==> src/rtl/sf_pkg.sv <==
package sf_pkg;

  localparam int SF_W            = 4;   // widest scalefactor field
  localparam int NUM_LONG_BANDS  = 21;
  localparam int NUM_SHORT_BANDS = 12;
  localparam int NUM_WINDOWS     = 3;

  // one decoded scalefactor
  typedef logic [SF_W-1:0] sf_value_t;

  // field width in bits, 0 to 4
  typedef logic [2:0] slen_t;

  typedef struct packed {
    logic [3:0] scalefac_compress;
    logic       window_switching_flag;
    logic [1:0] block_type;
    logic [3:0] scfsi;               // bit n covers long region n
  } side_info_t;

  // where a finished field lands in the output arrays
  typedef struct packed {
    logic       is_short;
    logic [4:0] band;
    logic [1:0] window;              // only meaningful for short blocks
  } field_dest_t;

  typedef sf_value_t [NUM_LONG_BANDS-1:0] scalefac_l_t;

  // indexed [band][window]
  typedef sf_value_t [NUM_SHORT_BANDS-1:0][NUM_WINDOWS-1:0] scalefac_s_t;

endpackage

==> src/rtl/sf_field_seq.sv <==
`timescale 1ns/1ps

module sf_field_seq #(
  parameter int GR = 0
) (
  input  logic                clk,
  input  logic                rst,
  input  logic                si_valid,
  input  sf_pkg::side_info_t  side_info,
  input  logic                bit_valid,
  input  logic                field_done,
  output logic                start,
  output sf_pkg::slen_t       field_width,
  output sf_pkg::field_dest_t field_dest,
  output logic                done
);
  import sf_pkg::*;

  typedef enum logic [1:0] {idle, run, finish} seq_state_t;

  seq_state_t state;
  side_info_t si_q;
  side_info_t si_cur;
  slen_t      slen1;
  slen_t      slen2;
  logic       is_short;
  slen_t      reg_width [4];
  logic [3:0] reg_live;
  logic       first_found;
  logic [1:0] first_region;
  logic       later_found;
  logic [1:0] later_region;
  logic [1:0] region_q;
  logic [4:0] band_q;
  logic [1:0] win_q;
  logic [1:0] cur_region;
  logic [4:0] cur_band;
  logic [1:0] cur_win;
  logic       cur_active;
  logic [1:0] nxt_region;
  logic [4:0] nxt_band;
  logic [1:0] nxt_win;
  logic       nxt_active;
  logic       step;

  function automatic logic [4:0] first_band(input logic short_blk, input logic [1:0] r);
    if (short_blk)
      return (r == 2'd0) ? 5'd0 : 5'd6;
    case (r)
      2'd0:    return 5'd0;
      2'd1:    return 5'd6;
      2'd2:    return 5'd11;
      default: return 5'd16;
    endcase
  endfunction

  function automatic logic [4:0] last_band(input logic short_blk, input logic [1:0] r);
    if (short_blk)
      return (r == 2'd0) ? 5'd5 : 5'(NUM_SHORT_BANDS - 1);
    case (r)
      2'd0:    return 5'd5;
      2'd1:    return 5'd10;
      2'd2:    return 5'd15;
      default: return 5'(NUM_LONG_BANDS - 1);
    endcase
  endfunction

  // the strobe cycle already works on the incoming side info
  assign si_cur   = si_valid ? side_info : si_q;
  assign is_short = si_cur.window_switching_flag && (si_cur.block_type == 2'd2);

  always_comb begin
    case (si_cur.scalefac_compress)
      4'd0:    {slen1, slen2} = {3'd0, 3'd0};
      4'd1:    {slen1, slen2} = {3'd0, 3'd1};
      4'd2:    {slen1, slen2} = {3'd0, 3'd2};
      4'd3:    {slen1, slen2} = {3'd0, 3'd3};
      4'd4:    {slen1, slen2} = {3'd3, 3'd0};
      4'd5:    {slen1, slen2} = {3'd1, 3'd1};
      4'd6:    {slen1, slen2} = {3'd1, 3'd2};
      4'd7:    {slen1, slen2} = {3'd1, 3'd3};
      4'd8:    {slen1, slen2} = {3'd2, 3'd1};
      4'd9:    {slen1, slen2} = {3'd2, 3'd2};
      4'd10:   {slen1, slen2} = {3'd2, 3'd3};
      4'd11:   {slen1, slen2} = {3'd3, 3'd1};
      4'd12:   {slen1, slen2} = {3'd3, 3'd2};
      4'd13:   {slen1, slen2} = {3'd3, 3'd3};
      4'd14:   {slen1, slen2} = {3'd4, 3'd2};
      default: {slen1, slen2} = {3'd4, 3'd3};
    endcase
  end

  // short blocks use only regions 0 and 1
  always_comb begin
    for (int r = 0; r < 4; r++) begin
      if (is_short)
        reg_width[r] = (r == 0) ? slen1 : ((r == 1) ? slen2 : 3'd0);
      else
        reg_width[r] = (r < 2) ? slen1 : slen2;
      reg_live[r] = (reg_width[r] != 3'd0) && !((GR != 0) && !is_short && si_cur.scfsi[r]);
    end
  end

  always_comb begin
    first_found  = 1'b0;
    first_region = 2'd0;
    for (int r = 3; r >= 0; r--) begin
      if (reg_live[r]) begin
        first_found  = 1'b1;
        first_region = 2'(r);
      end
    end
  end

  always_comb begin
    if (si_valid) begin
      cur_region = first_region;
      cur_band   = first_band(is_short, first_region);
      cur_win    = 2'd0;
      cur_active = first_found;
    end else begin
      cur_region = region_q;
      cur_band   = band_q;
      cur_win    = win_q;
      cur_active = (state == run);
    end
  end

  always_comb begin
    later_found  = 1'b0;
    later_region = 2'd0;
    for (int r = 3; r >= 0; r--) begin
      if (reg_live[r] && (r > int'(cur_region))) begin
        later_found  = 1'b1;
        later_region = 2'(r);
      end
    end
  end

  assign step = field_done && bit_valid && cur_active;  // a field only ends on an accepted bit

  always_comb begin
    nxt_region = cur_region;
    nxt_band   = cur_band;
    nxt_win    = cur_win;
    nxt_active = cur_active;
    if (step) begin
      if (is_short && (cur_win != 2'(NUM_WINDOWS - 1))) begin
        nxt_win = cur_win + 2'd1;  // window runs fastest
      end else if (cur_band != last_band(is_short, cur_region)) begin
        nxt_band = cur_band + 5'd1;
        nxt_win  = 2'd0;
      end else if (later_found) begin
        nxt_region = later_region;
        nxt_band   = first_band(is_short, later_region);
        nxt_win    = 2'd0;
      end else begin
        nxt_active = 1'b0;         // passed the last field
      end
    end
  end

  always_ff @(posedge clk) begin
    if (rst) begin
      state    <= idle;
      si_q     <= '0;
      region_q <= 2'd0;
      band_q   <= 5'd0;
      win_q    <= 2'd0;
    end else if (si_valid || (state == run)) begin
      if (si_valid)
        si_q <= side_info;
      region_q <= nxt_region;
      band_q   <= nxt_band;
      win_q    <= nxt_win;
      state    <= nxt_active ? run : finish;
    end else if (state == finish) begin
      state <= idle;
    end
  end

  assign start       = si_valid;
  assign field_width = cur_active ? reg_width[cur_region] : 3'd0;  // zero width drops stray bits
  assign done        = (state == finish);

  always_comb begin
    field_dest.is_short = is_short;
    field_dest.band     = cur_band;
    field_dest.window   = cur_win;
  end

endmodule

==> src/rtl/sf_bit_collector.sv <==
`timescale 1ns/1ps

module sf_bit_collector (
  input  logic              clk,
  input  logic              rst,
  input  logic              start,
  input  logic              bit_valid,
  input  logic              bit_data,
  input  sf_pkg::slen_t     field_width,
  output sf_pkg::sf_value_t field_value,
  output logic              field_done
);
  import sf_pkg::*;

  sf_value_t shift_q;
  slen_t     count_q;
  sf_value_t shift_eff;
  slen_t     count_eff;
  sf_value_t shift_nxt;
  sf_value_t width_mask;
  logic      take_bit;

  // a new granule throws away any partial field
  always_comb begin
    shift_eff = start ? '0 : shift_q;
    count_eff = start ? '0 : count_q;
    take_bit  = bit_valid && (field_width != '0);
    shift_nxt = {shift_eff[SF_W-2:0], bit_data};  // first bit ends up as the field msb
  end

  always_comb begin
    for (int i = 0; i < SF_W; i++) begin
      width_mask[i] = (i < int'(field_width));
    end
  end

  assign field_done  = take_bit && (slen_t'(count_eff + 3'd1) == field_width);
  assign field_value = shift_nxt & width_mask;

  always_ff @(posedge clk) begin
    if (rst) begin
      shift_q <= '0;
      count_q <= '0;
    end else if (field_done || (start && !take_bit)) begin
      shift_q <= '0;
      count_q <= '0;
    end else if (take_bit) begin
      shift_q <= shift_nxt;
      count_q <= count_eff + 3'd1;
    end
  end

endmodule

==> src/rtl/sf_store.sv <==
`timescale 1ns/1ps

module sf_store (
  input  logic                clk,
  input  logic                rst,
  input  logic                start,
  input  logic                field_done,
  input  sf_pkg::field_dest_t field_dest,
  input  sf_pkg::sf_value_t   field_value,
  output sf_pkg::scalefac_l_t scalefac_l,
  output sf_pkg::scalefac_s_t scalefac_s
);
  import sf_pkg::*;

  logic long_hit;
  logic short_hit;

  // out of range destinations are dropped
  assign long_hit  = field_done && !field_dest.is_short &&
                     (int'(field_dest.band) < NUM_LONG_BANDS);
  assign short_hit = field_done && field_dest.is_short &&
                     (int'(field_dest.band) < NUM_SHORT_BANDS) &&
                     (int'(field_dest.window) < NUM_WINDOWS);

  always_ff @(posedge clk) begin
    if (rst) begin
      scalefac_l <= '0;
    end else begin
      if (start)
        scalefac_l <= '0;
      if (long_hit)
        scalefac_l[field_dest.band] <= field_value;  // wins over the clear in the strobe cycle
    end
  end

  always_ff @(posedge clk) begin
    if (rst) begin
      scalefac_s <= '0;
    end else begin
      if (start)
        scalefac_s <= '0;
      if (short_hit)
        scalefac_s[field_dest.band][field_dest.window] <= field_value;
    end
  end

endmodule

==> src/rtl/sf_parser.sv <==
`timescale 1ns/1ps

module sf_parser #(
  parameter int GR = 0
) (
  input  logic                clk,
  input  logic                rst,
  input  logic                si_valid,
  input  sf_pkg::side_info_t  side_info,
  input  logic                bit_valid,
  input  logic                bit_data,
  output sf_pkg::scalefac_l_t scalefac_l,
  output sf_pkg::scalefac_s_t scalefac_s,
  output logic                done
);
  import sf_pkg::*;

  logic        start;
  slen_t       field_width;
  field_dest_t field_dest;
  logic        field_done;
  sf_value_t   field_value;

  // walks the field layout of the granule
  sf_field_seq #(
    .GR (GR)
  ) u_seq (
    .clk         (clk),
    .rst         (rst),
    .si_valid    (si_valid),
    .side_info   (side_info),
    .bit_valid   (bit_valid),
    .field_done  (field_done),
    .start       (start),
    .field_width (field_width),
    .field_dest  (field_dest),
    .done        (done)
  );

  sf_bit_collector u_collect (
    .clk         (clk),
    .rst         (rst),
    .start       (start),
    .bit_valid   (bit_valid),
    .bit_data    (bit_data),
    .field_width (field_width),
    .field_value (field_value),
    .field_done  (field_done)
  );

  sf_store u_store (
    .clk         (clk),
    .rst         (rst),
    .start       (start),
    .field_done  (field_done),
    .field_dest  (field_dest),
    .field_value (field_value),
    .scalefac_l  (scalefac_l),
    .scalefac_s  (scalefac_s)
  );

endmodule

==> config.mk <==
export PLATFORM = sky130hd
export DESIGN_NAME = sf_parser
export DESIGN_NICKNAME = d
export VERILOG_FILES = /design/src/rtl/sf_pkg.sv /design/src/rtl/sf_field_seq.sv /design/src/rtl/sf_bit_collector.sv /design/src/rtl/sf_store.sv /design/src/rtl/sf_parser.sv
export SDC_FILE = /design/constraint.sdc
export NUM_CORES = 1
export LEC_CHECK = 0
export BUFFER_PORTS_ARGS = -buffer_cell sky130_fd_sc_hd__buf_2
export CORE_ASPECT_RATIO = 0.9
export CORE_MARGIN = 5
export CORE_UTILIZATION = 30
export DETAILED_ROUTE_END_ITERATION = 10
export GPL_ROUTABILITY_DRIVEN = 0
export PLACE_DENSITY = 0.48
export SLEW_MARGIN = 15
export SYNTH_ARGS = -nofsm -noshare
export SYNTH_HDL_FRONTEND = slang
export SYNTH_SLANG_ARGS = --single-unit
==> constraint.sdc <==
create_clock -name clk -period 5.8 [get_ports clk]
set_input_delay 1.16 -clock clk [delete_from_list [all_inputs] [get_ports clk]]
set_output_delay 1.16 -clock clk [all_outputs]
set_load 0.02 [all_outputs]
==> out/qor.txt <==
===============================================================================================
Outcome .......................................................................... complete, no violations
Fraction of the mapped netlist area in compound gates ............................        4.89%
Number of max-slew violations in the final report ................................            0
Area after detailed placement ....................................................   12,600 um2
Remaining global-route overflow ..................................................            0
EDFF count, synth ................................................................            0
Hold Violations, Final ...........................................................            0
Share of cells above drive strength 1 ............................................        25.3%
Yosys reg bits ...................................................................          252
Switching power ..................................................................       956 uW
Pwr dens .........................................................................   280 nW/um2
Detailed-placement wirelength estimate ...........................................    24,400 um
Wire length after detailed routing ...............................................    35,400 um
Adder-cell area share of the yosys netlist .......................................        2.15%
Category of the worst setup path capture point ...................................         flop
Crit-path max FO .................................................................           12
Root buffer selected by CTS ......................................................    clkbuf_16
Slew at the pin with the worst max-slew slack ....................................     0.873 ns
List of cells traversed by the critical path ..................................... buf_2 > mux2i_1 > ha_1 > nor4bb_1 > nor2_1 > a22o_1 > a21oi_1 > inv_1 > ha_1 > o41ai_1 > inv_1 > ha_1 > nand2_1 > a21oi_1 > a2111oi_0 > nor3_1
Setup slack of the worst register-to-register path ...............................      1.48 ns
Initial antenna violation count ..................................................            0
Net count after synthesis ........................................................        1,197
Design internal power ............................................................      2.85 mW
Clk_lat worst skew ...............................................................      0.57 ns
Delay of the slowest cell on the worst path ......................................      0.76 ns
Number of vias after detailed routing ............................................        8,968
Xor-xnor portion of the synthesized cell area ....................................       0.317%
Number of cells on the worst hold path ...........................................            2
Post-CTS Setup Inserts ...........................................................            0
Hold endpoint .................................................................... u_store.scalefac_s[140]
LEAKAGE ..........................................................................      6.36 nW
Post-route setup TNS .............................................................         0 ns
CTS H-tree depth .................................................................            1
Async set-or-reset flop fraction in the synthesized netlist ......................           0%
Combinational power share ........................................................         7.4%
Total Power ......................................................................      3.81 mW
Share of total power in sequential cells .........................................        45.9%
Yosys cell types .................................................................           67
Leading post-synthesis cells by cell area ........................................ dfxtp_1 46%, mux2i_1 22%, nand2_1 8.8%, clkbuf_1 2.6%, nand4_1 2.3%
Site Rows ........................................................................           66
Period Utilization, post-route ...................................................        84.2%
Max_slew headroom ................................................................        41.8%
Multiplexer share of the synthesized area ........................................        22.1%
Via count of the first global-routing pass .......................................        8,907
P&R area growth vs syn ...........................................................        23.2%
Clock period minus final worst setup slack .......................................      4.88 ns
Number of maximum-capacitance violations .........................................            0
Worst-case clock skew ............................................................    0.0106 ns
Clock input transition at the sequential cells of the worst setup and hold paths .      0.06 ns
Setup crit start .................................................................     si_valid
Path type of the worst setup path ................................................    in -> reg
Final standard cell utilization of the core ......................................        37.5%
Ys Warns .........................................................................            0
Non-Filler Cell Area, Final ......................................................   13,600 um2
Launching element type of the critical path ......................................   input port
Vias per cell ....................................................................         4.83
Number of endpoints failing setup at the final stage .............................            0
Max rail drop VDD ................................................................     0.202 mV
Port Buffers .....................................................................          240
Clock sink count .................................................................          252
Arrival @ worst endpoint .........................................................      5.30 ns
I/O pin count ....................................................................          245
Number of DRC markers after the initial detailed-route iteration .................          517
Main synth FF type ...............................................................      dfxtp_1
Part of the Yosys area used for sequential elements ..............................        45.7%
Crit-path most repeated cell .....................................................         ha_1
Cts hold-fix bufs ................................................................            0
Diodes inserted ..................................................................            0
Number of detailed-routing iterations run before antenna repair ..................            6
Overall routing resource usage ...................................................        16.7%
Bufs on Longest Clock Path .......................................................            3
Dominant cell type by area after synthesis .......................................      dfxtp_1
Clock power frac .................................................................        46.6%
TritonCTS Buffers ................................................................           29
Netlist Area Pre-Place ...........................................................   11,000 um2
Fraction of post-synthesis cell area in the top cell type by area ................        45.7%
Antenna Violating Nets Remaining .................................................            0
Detailed-route DRC error count ...................................................            0
Worst endpoint required time .....................................................      6.22 ns
Hold path startpoint ............................................................. u_store.scalefac_s[140]
Wirelength per Cell ..............................................................      19.1 um
Core footprint ...................................................................   36,300 um2
Max stage delay cell, worst path .................................................      o41ai_1
Min-delay worst type .............................................................   reg -> reg
Simple-gate share of the synthesized area ........................................        20.4%
Crit Reg-Reg Startpoint .......................................................... u_seq.si_q[7]
Mean Syn Cell Area ...............................................................     9.50 um2
Area occupied by multi-input gates ...............................................     5550 um2
Fill cell count ..................................................................        3,690
Number of gates resized after cts ................................................            0
TritonCTS clock tree .............................................................         done
Terminus of the critical flop-to-flop path ....................................... u_seq.band_q[3]
Overall die width ................................................................       212 um
Path depth of the worst reg2reg path .............................................           16
Wire length of the first global-routing pass .....................................    53,800 um
Initial cell density of the core .................................................        30.4%
Fmax .............................................................................      205 MHz
Post-synthesis cell count ........................................................        1,162
Worst-case setup margin in the final layout ......................................     0.919 ns
Pin count of the biggest net entering global routing .............................          108
Combinational family with the most area after synthesis .......................... multiplexers
Net switching fraction of the power ..............................................        25.1%
Worst slack, placed ..............................................................     0.432 ns
Setup repair after global routing missed its margin ..............................           no
Sequential cell area .............................................................     5040 um2
Number of nets in the final layout ...............................................        1,395
Area of the die ..................................................................   40,700 um2
Overall die height ...............................................................       192 um
===============================================================================================
[power by group through the flow]
stage	clock, mW	sequential, mW	combinational [mW]
after global routing	1.91	1.75	0.310
after CTS	1.84	1.75	0.281
final	1.78	1.75	0.283
after detailed placement	0	1.78	0.279
after floorplan	0	1.78	0.198
after global placement	0	1.78	0.278
[cells in the mapped netlist (4+ instances only)]
| cell type | count |
|---|---|
| or3_1 | 7 |
| o211ai_1 | 4 |
| xnor2_1 | 4 |
| a211oi_1 | 4 |
| a31oi_1 | 6 |
| nor2_1 | 31 |
| and2_1 | 9 |
| nand2_1 | 258 |
| inv_1 | 19 |
| and3_1 | 8 |
| buf_2 | 8 |
| clkbuf_1 | 75 |
| nor3_1 | 12 |
| nor4_1 | 7 |
| o21ai_0 | 13 |
| nand2b_1 | 12 |
| nor3_2 | 17 |
| nand3_1 | 13 |
| dfxtp_1 | 252 |
| buf_1 | 6 |
| nand4_1 | 40 |
| nor2b_1 | 13 |
| ha_1 | 19 |
| a21oi_1 | 17 |
| buf_6 | 5 |
| mux2i_1 | 241 |
[registers in the layout (all words and copies together), names as in the netlist]
name,flops
u_collect.count_q,3
u_seq.state,2
u_store.scalefac_s,144
u_seq.si_q,7
u_seq.band_q,5
u_seq.region_q,2
u_store.scalefac_l,84
u_seq.win_q,2
u_collect.shift_q,3
[area by class of cell]
cell class	instances	area share (%)
Clock buffer	42	5.99
Tap cell	476	4.38
Clock inverter	11	0.801
Multi-Input combinational cell	794	40.8
Inverter	19	0.525
Timing Repair Buffer	264	10.3
Sequential cell	252	37.1
[layout by cell type, fill, tap and decap left out, types with 3 or more instances in the layout]
master     instances
nand2_1          258
dfxtp_1          252
mux2i_1          241
buf_2            240
nand4_1           40
nor2_1            30
clkbuf_16         29
buf_4             22
inv_1             19
ha_1              19
a21oi_1           17
nor3_2            17
nor2b_1           13
nand2b_1          12
o21ai_0           12
nor3_1            12
nand3_1           11
and2_1             9
clkbuf_1           9
and3_1             8
nor4_1             7
or3_1              7
a31oi_1            6
clkinv_2           5
a211oi_1           4
o211ai_1           4
xnor2_1            4
clkbuf_8           4
nor4bb_1           3
and4b_1            3
or2_2              3
nor4_4             3
[cell families (layout without fill, tap and decap cells)]
| kind of cell | after synthesis | in the layout |
|---|---|---|
| xor+xnor | 4 | 4 |
| mux | 243 | 243 |
| compound gates | 77 | 77 |
| fa+ha+maj | 19 | 19 |
| simple gates | 451 | 451 |
| buf+inv | 116 | 336 |
| flops | 252 | 252 |
[stage by stage]
step	hold slack, ns	std cells
floorplan	0.451	1162
global placement	0.440	1804
detailed placement	0.443	1804
CTS	0.454	1857
global route	0.471	1858
finish	0.451	1858
[layer usage]
metal | vias up | GRT usage [%] | part of all wire, %
met5 | - | 0 | 0
met4 | 0 | 4.11 | 2.5
met3 | 47 | 5.23 | 7.2
met2 | 215 | 26.4 | 45
met1 | 4294 | 22.3 | 45
li1 | 4412 | - | -
[worst max-delay path by stage]
stage | to | cells past startpoint
2_1_floorplan | u_store.scalefac_s[59] | 23
3_3_place_gp | u_store.scalefac_l[7] | 17
3_5_place_dp | u_store.scalefac_l[7] | 17
4_1_cts | u_store.scalefac_l[7] | 17
5_1_grt | u_store.scalefac_l[4] | 17
6_report | u_seq.band_q[3] | 16
[critical path, delay by kind of cell]
family | cells | cell delay [ns]
AOI/OAI and AO/OA | 5 | 2.02
adders and majority gates | 3 | 0.69
buffers and inverters | 3 | 0.49
muxes | 1 | 0.27
and+or+nand+nor | 4 | 0.68
Note: power is estimated with default switching activity, not from simulation.
